[config.mk]
export PLATFORM = sky130hd
export DESIGN_NAME = host_io_regs
export DESIGN_NICKNAME = d
export VERILOG_FILES = /design/src/riscv_sys_pkg.sv /design/src/host_io_regs.sv
export VERILOG_INCLUDE_DIRS = /design/src /design/src/include
export SDC_FILE = /design/constraint.sdc
export NUM_CORES = 1
export LEC_CHECK = 0
export BUFFER_PORTS_ARGS = -buffer_cell sky130_fd_sc_hd__buf_2
export CORE_UTILIZATION = 40
export CTS_BUF_LIST = sky130_fd_sc_hd__clkbuf_4 sky130_fd_sc_hd__clkbuf_8
export CTS_CLUSTER_DIAMETER = 100
export CTS_CLUSTER_SIZE = 28
export DETAILED_ROUTE_END_ITERATION = 12
export HOLD_SLACK_MARGIN = 0.02
export PLACE_DENSITY = 0.72
export RECOVER_POWER = 50
export SYNTH_ARGS = -nofsm -noshare
export SYNTH_HDL_FRONTEND = slang
export SYNTH_SLANG_ARGS = --single-unit
[constraint.sdc]
create_clock -name HCLK -period 1 [get_ports HCLK]
set_clock_uncertainty 0.2 [all_clocks]
set_input_delay 0.05 -clock HCLK [delete_from_list [all_inputs] [get_ports HCLK]]
set_output_delay 0.05 -clock HCLK [all_outputs]
set_load 0.01 [all_outputs]
[src/include/riscv_sys_cfg.svh]
`ifndef RISCV_SYS_CFG_SVH
`define RISCV_SYS_CFG_SVH

////////////////////
// Bus widths
////////////////////

// Physical address width
`define PLEN 32
// Data word width
`define XLEN 32
// Word index bits into one RAM
`define WORD_IDX_W 10

////////////////////
// Memory map
////////////////////

// Code RAM region, 4 KB of words
`define CODE_BASE 32'h8000_0000
`define CODE_WORDS 1024

// Host interface words
`define TOHOST_ADDR 32'h8000_1000
`define UART_TX_ADDR 32'h8000_1080

// Data RAM region, 4 KB of words
`define DATA_BASE 32'h8000_2000
`define DATA_WORDS 1024

`endif

[src/riscv_sys_pkg.sv]
`include "riscv_sys_cfg.svh"

package riscv_sys_pkg;

  ////////////////////
  // Vector types
  ////////////////////

  // Physical address on the debug port
  typedef logic [`PLEN-1:0] paddr_t;

  // One bus data word
  typedef logic [`XLEN-1:0] xdata_t;

  // Word index into either RAM
  typedef logic [`WORD_IDX_W-1:0] word_idx_t;

  ////////////////////
  // Enumerations
  ////////////////////

  // Slave chosen by the PMA decode
  typedef enum logic [2:0] {
    TGT_CODE,
    TGT_DATA,
    TGT_TOHOST,
    TGT_UART,
    TGT_NONE
  } target_e;

  // Debug access controller states
  typedef enum logic [1:0] {
    IDLE,
    CHECK,
    BUS,
    DONE
  } acc_state_e;

endpackage

[src/host_io_regs.sv]
module host_io_regs
  import riscv_sys_pkg::*;
(
  input  logic       HCLK,
  input  logic       reset_i,
  input  logic       stb_i,
  input  logic       we_i,
  input  logic       is_uart_i,
  input  xdata_t     wdat_i,
  output xdata_t     rdat_o,
  output logic       ack_o,
  // Host side
  output xdata_t     tohost_o,
  output logic       tohost_strb_o,
  output logic [7:0] uart_tx_o,
  output logic       uart_tx_strb_o
);

  xdata_t     tohost_q;
  logic       tohost_strb_q;
  logic [7:0] uart_q;
  logic       uart_strb_q;
  xdata_t     rdat_q;
  logic       ack_q;
  logic       tohost_wr;
  logic       uart_wr;

  // Register select from the controller's decode
  assign tohost_wr = stb_i & we_i & ~is_uart_i;
  assign uart_wr   = stb_i & we_i & is_uart_i;

  ////////////////////
  // Control
  ////////////////////

  always_ff @(posedge HCLK) begin
    if (reset_i) begin
      ack_q         <= 1'b0;
      tohost_q      <= '0;
      tohost_strb_q <= 1'b0;
      uart_strb_q   <= 1'b0;
    end else begin
      ack_q         <= stb_i;
      // Pulses line up with the ack
      tohost_strb_q <= tohost_wr;
      uart_strb_q   <= uart_wr;
      if (tohost_wr) begin
        tohost_q <= wdat_i;
      end
    end
  end

  // TX byte and read data
  always_ff @(posedge HCLK) begin
    if (uart_wr) begin
      uart_q <= wdat_i[7:0];
    end
    if (stb_i) begin
      rdat_q <= (!we_i && !is_uart_i) ? tohost_q : '0;
    end
  end

  assign rdat_o         = rdat_q;
  assign ack_o          = ack_q;
  assign tohost_o       = tohost_q;
  assign tohost_strb_o  = tohost_strb_q;
  assign uart_tx_o      = uart_q;
  assign uart_tx_strb_o = uart_strb_q;

  // PMA keeps reads away from the TX register
  a_uart_wo: assert property (@(posedge HCLK) disable iff (reset_i)
    stb_i && is_uart_i |-> we_i);

endmodule

==> Word level (Yosys, flattened, before mapping) <==
Cells that the tools add are included.
{ "word_totals": {"reg_bits": 75, "input_bits": 37, "out_inout_bits": 75, "elab_cells": 13} }
{ "classes": {"bitwise": 4, "n_reduce_logical": 3} }
{ "ops": {"columns": ["operator", "count"], "rows": [
  ["bitwise AND 1 bit", 3],
  ["logical NOT 1 bit", 2],
  ["logical AND 1 bit", 1],
  ["inverter 1 bit", 1]
]} }

==> Depth between registers and ports, before layout <==
{ "logic_depth": {"ltp_word": 2, "ltp_mapped": 4, "ltp_nobuf": 2} }

==> Least setup slack after synthesis <==
No wires, ideal clock.
{ "synth_timing": {"path_type": "input to register", "start": "in is_uart_i", "end": "reg tohost_q[0] (netlist: tohost_o[0])", "setup_time_ns": 0.072, "arrival_time_ns": 0.681, "t_required_ns": 0.728, "setup_slack_ns": 0.047, "cell_stages": 4, "path_buffers": 2, "cell_sequence": "and3b_1 buf_6 buf_12 mux2i_1"} }
{ "synth_via": {"elab_chain_cells": 2} }
{ "synth_rtl": {"columns": ["element", "line_no", "source"], "rows": [
  ["start, declared", "host_io_regs.sv:8", "input logic is_uart_i,"],
  ["inverter 1 bit", "host_io_regs.sv:29", "assign tohost_wr = stb_i & we_i & ~is_uart_i;"],
  ["bitwise AND 1 bit", "host_io_regs.sv:29", null],
  ["end signal, assigned", "host_io_regs.sv:48", "tohost_q <= wdat_i;"],
  ["end, declared", "host_io_regs.sv:19", "xdata_t tohost_q;"]
]} }
No other way between the ends.
A chain may end at the register's enable or synchronous reset.

==> Final worst setup path <==
{ "layout_timing": {"start": "reg rdat_q[28] (netlist: rdat_o[28])", "end": "out rdat_o[28]"} }
{ "layout_rtl": {"columns": ["element", "line_no", "source"], "rows": [
  ["start, declared", "host_io_regs.sv:23", "xdata_t rdat_q;"],
  ["start signal, assigned", "host_io_regs.sv:59", "rdat_q <= (!we_i && !is_uart_i) ? tohost_q : '0;"],
  ["end, declared", "host_io_regs.sv:10", "output xdata_t rdat_o,"]
]} }
No word-level cell between the ends.

==> impl_metrics.py <==
metrics = {
    "outcome": {
        "status": "finished with violations",
        "violations": "negative hold slack, negative setup slack",
    },
    "power_and_ir_drop": {
        "ir_worst_vdd_mv": 0.904,
        "intPower_mw": 5.50,
        "switching_share_pct": 20.9,
        "pwr-share-comb_pct": 11.6,
        "leakage_nw": 2.05,
        "pwr-share-seq_pct": 49.3,
        "clkPwrFrac_pct": 39.1,
        "p_per_area_mw_per_mm2": 1440,
        "switching_power_mw": 1.45,
    },
    "logic_synthesis": {
        "ys_warn_count": 0,
        "synth_nets": 260,
        "syn_area_per_cell_sq_um": 13.3,
        "ys_ff_latch": 75,
        "yosysSeqAreaShare_pct": 63.9,
        "synth_area_sq_mm": 0.00298,
        "netlist_instances": 223,
        "yosysUniqueCellTypes": 14,
    },
    "cts": {
        "htree_levels": 3,
        "clock_path_buffers": 2,
        "numClockSinks": 75,
        "cts.clk_slew.worst_paths_ns": 0.08,
        "cts_tree": "yes",
        "cts-buffers-inserted": 9,
        "worstSkewPairLatency_ns": 0.33,
        "root_buffer": "clkbuf_8",
    },
    "critical_path": {
        "crit_type": "reg2out",
        "startpoint_type": "register",
        "worstPathRequired_ns": 0.75,
        "arrival_ns": 0.89,
        "crit_fanout": 1,
        "critPathCaptureType": "primary output",
        "worst_path_largest_cell_delay_ns": 0.40,
        "cp_cell_sequence": "buf_2",
        "cp_num_buf_inv": 1,
        "crit_family": "flip-flops",
        "slowest_stage": "edfxtp_1",
    },
    "placed_design": {
        "dp.cells": 431,
        "dp_slack_ns": -0.584,
        "gp_congestion": 0.677,
        "dp_hpwl_mm": 4.04,
        "port_buffers": 111,
        "placed_area_sq_mm": 0.00371,
    },
    "detailed_routing": {
        "drtIter0Drc": 65,
        "dr.pass1.iters": 4,
        "via_count": 2316,
        "routed_wl_mm": 7.32,
        "avgViaCountPerCell": 4.60,
        "drc": 0,
        "wire_per_inst_um": 14.5,
        "ant_nets": 0,
    },
    "layout": {
        "fillerInstances": 531,
        "nets": 437,
        "stdcell_count": 504,
        "num_antenna_cells": 0,
        "fin_util_pct": 66.9,
        "syn_to_final_growth_pct": 62.0,
        "drive_gt1_share_pct": 52.6,
        "postLayoutCellArea_sq_mm": 0.00482,
    },
    "global_route": {
        "grt.met3_usage_pct": 5.41,
        "grt_max_degree": 33,
        "grt_pass1_wl_mm": 10.4,
        "grt_busiest_layer": "met2",
        "grt-ovfl-total": 0,
        "grtUsageTotal_pct": 18.2,
        "use_met1_pct": 20.2,
        "use_met2_pct": 31.1,
        "antenna_found_initial": 0,
        "grt_pass1_vias": 2269,
    },
    "sta": {
        "period_needed_ns": 1.14,
        "hold-worst-slack_ns": -0.145,
        "fmax_mhz": 878,
        "post-route-period-util_pct": 114,
        "worst_pin_slew_ns": 0.479,
        "setup_ws_ns": -0.139,
        "slew_headroom_pct": 68.0,
        "setup_tns_ns": -5.18,
        "final-max-slew-violation-count": 0,
        "hold_violations": 5,
        "rsz0062_at_grt": "true",
        "setup-violations-final": 89,
    },
    "flow_run": {
        "drv_cap": 0,
    },
    "floorplanning": {
        "rows": 31,
        "initial_core_util_pct": 41.3,
        "core-area_sq_mm": 0.00721,
        "boundaryPins": 112,
        "die-area_sq_mm": 0.00779,
        "chipHeight_um": 88.3,
        "die_width_um": 88.3,
    },
    "worst_hold_path": {
        "hold_class": "in2reg",
    },
}
==> layout by cell type (no fill, tap or decap), types with 2 or more instances in the layout <==
cell           count
buf_2             71
nand2b_1          64
buf_6             54
edfxtp_1          40
dlygate4sd3_1     33
dfxtp_2           33
mux2i_1           32
and2_4            21
and2_1            11
clkbuf_8           9
clkbuf_1           8
buf_4              5
buf_12             4
bufinv_16          3
and3_2             2
and3b_2            2
nor2_4             2
dfxtp_1            2
clkbuf_4           2
clkinv_2           2
clkbuf_2           2
==> state kept, by name (all words and copies together) (netlist names) <==
name / flops
rdat_o: 32
tohost_o: 32
uart_tx_o: 8
ack_o: 1
tohost_strb_o: 1
uart_tx_strb_o: 1
==> metrics by stage <==
step | total power, mW | hold WS (ns)
after floorplan | 3.74 | -0.0511
after global placement | 4.03 | 0.0457
after detailed placement | 4.04 | 0.0464
after CTS | 6.96 | -0.106
after global routing | 7.18 | -0.107
final | 6.95 | -0.145
==> power groups by stage <==
stage | sequential [mW] | combinational, mW | clock, mW
after floorplan | 3.53 | 0.209 | 0
after global placement | 3.47 | 0.556 | 0
after detailed placement | 3.48 | 0.567 | 0
after CTS | 3.42 | 0.781 | 2.75
after global routing | 3.44 | 0.869 | 2.87
final | 3.43 | 0.805 | 2.72
==> cells in the mapped netlist <==
cell type   n  area (sq um)
and2_1     32           200
mux2i_1    32           320
nor2b_1     1          6.26
and3b_2     1          10.0
buf_2       1          5.00
edfxtp_1   40          1200
nor2_1      1          3.75
and3b_1     1          8.76
dfxtp_1    35           701
buf_12      3          60.1
nand2b_1   64           400
and3_2      2          15.0
buf_6       1          11.3
clkbuf_1    9          33.8
==> kinds of logic after synthesis <==
logic type    Yosys count  share of synthesized area [%]
flops                  75                           63.9
buf+inv                14                           3.70
simple gates          102                           21.6
mux                    32                           10.8
==> area by class of cell <==
class / instances / area (sq um) / share of cell area [%]
multi-input cells: 135 / 1040 / 21.5
well taps: 99 / 124 / 2.57
clock inverters: 6 / 104 / 2.15
flip-flops and latches: 75 / 1940 / 40.3
repair buffers: 179 / 1480 / 30.8
clock buffers: 10 / 131 / 2.72
==> worst paths after layout <==
kind	startpoint	to	slack (ns)	depth (start not counted)
worst max-delay path	rdat_o[28]	rdat_o[28]	-0.14	1
worst min-delay path	reset_i	ack_o	-0.15	2
worst max register to register	tohost_o[11]	rdat_o[11]	-0.01	2
worst min register to register	tohost_o[15]	tohost_o[15]	0.29	2
==> routing by layer <==
layer  vias to the layer above  wire length [um]
met2                       101              3680
met3                        24               496
met5                         -                 0
met1                      1097              2920
met4                         0               226
li1                       1094                 -
==> what timing repair did <==
action / in CTS / in global routing
pin swaps: 0 / 1
cloned: 0 / 2
gates resized for setup: 94 / 18
endpoints found under the setup margin: 107 / 102
setup buffers: 19 / 4
hold buffers: 33 / 1
endpoints found under the hold margin: 45 / 7
(Power assumes the default switching activity.)
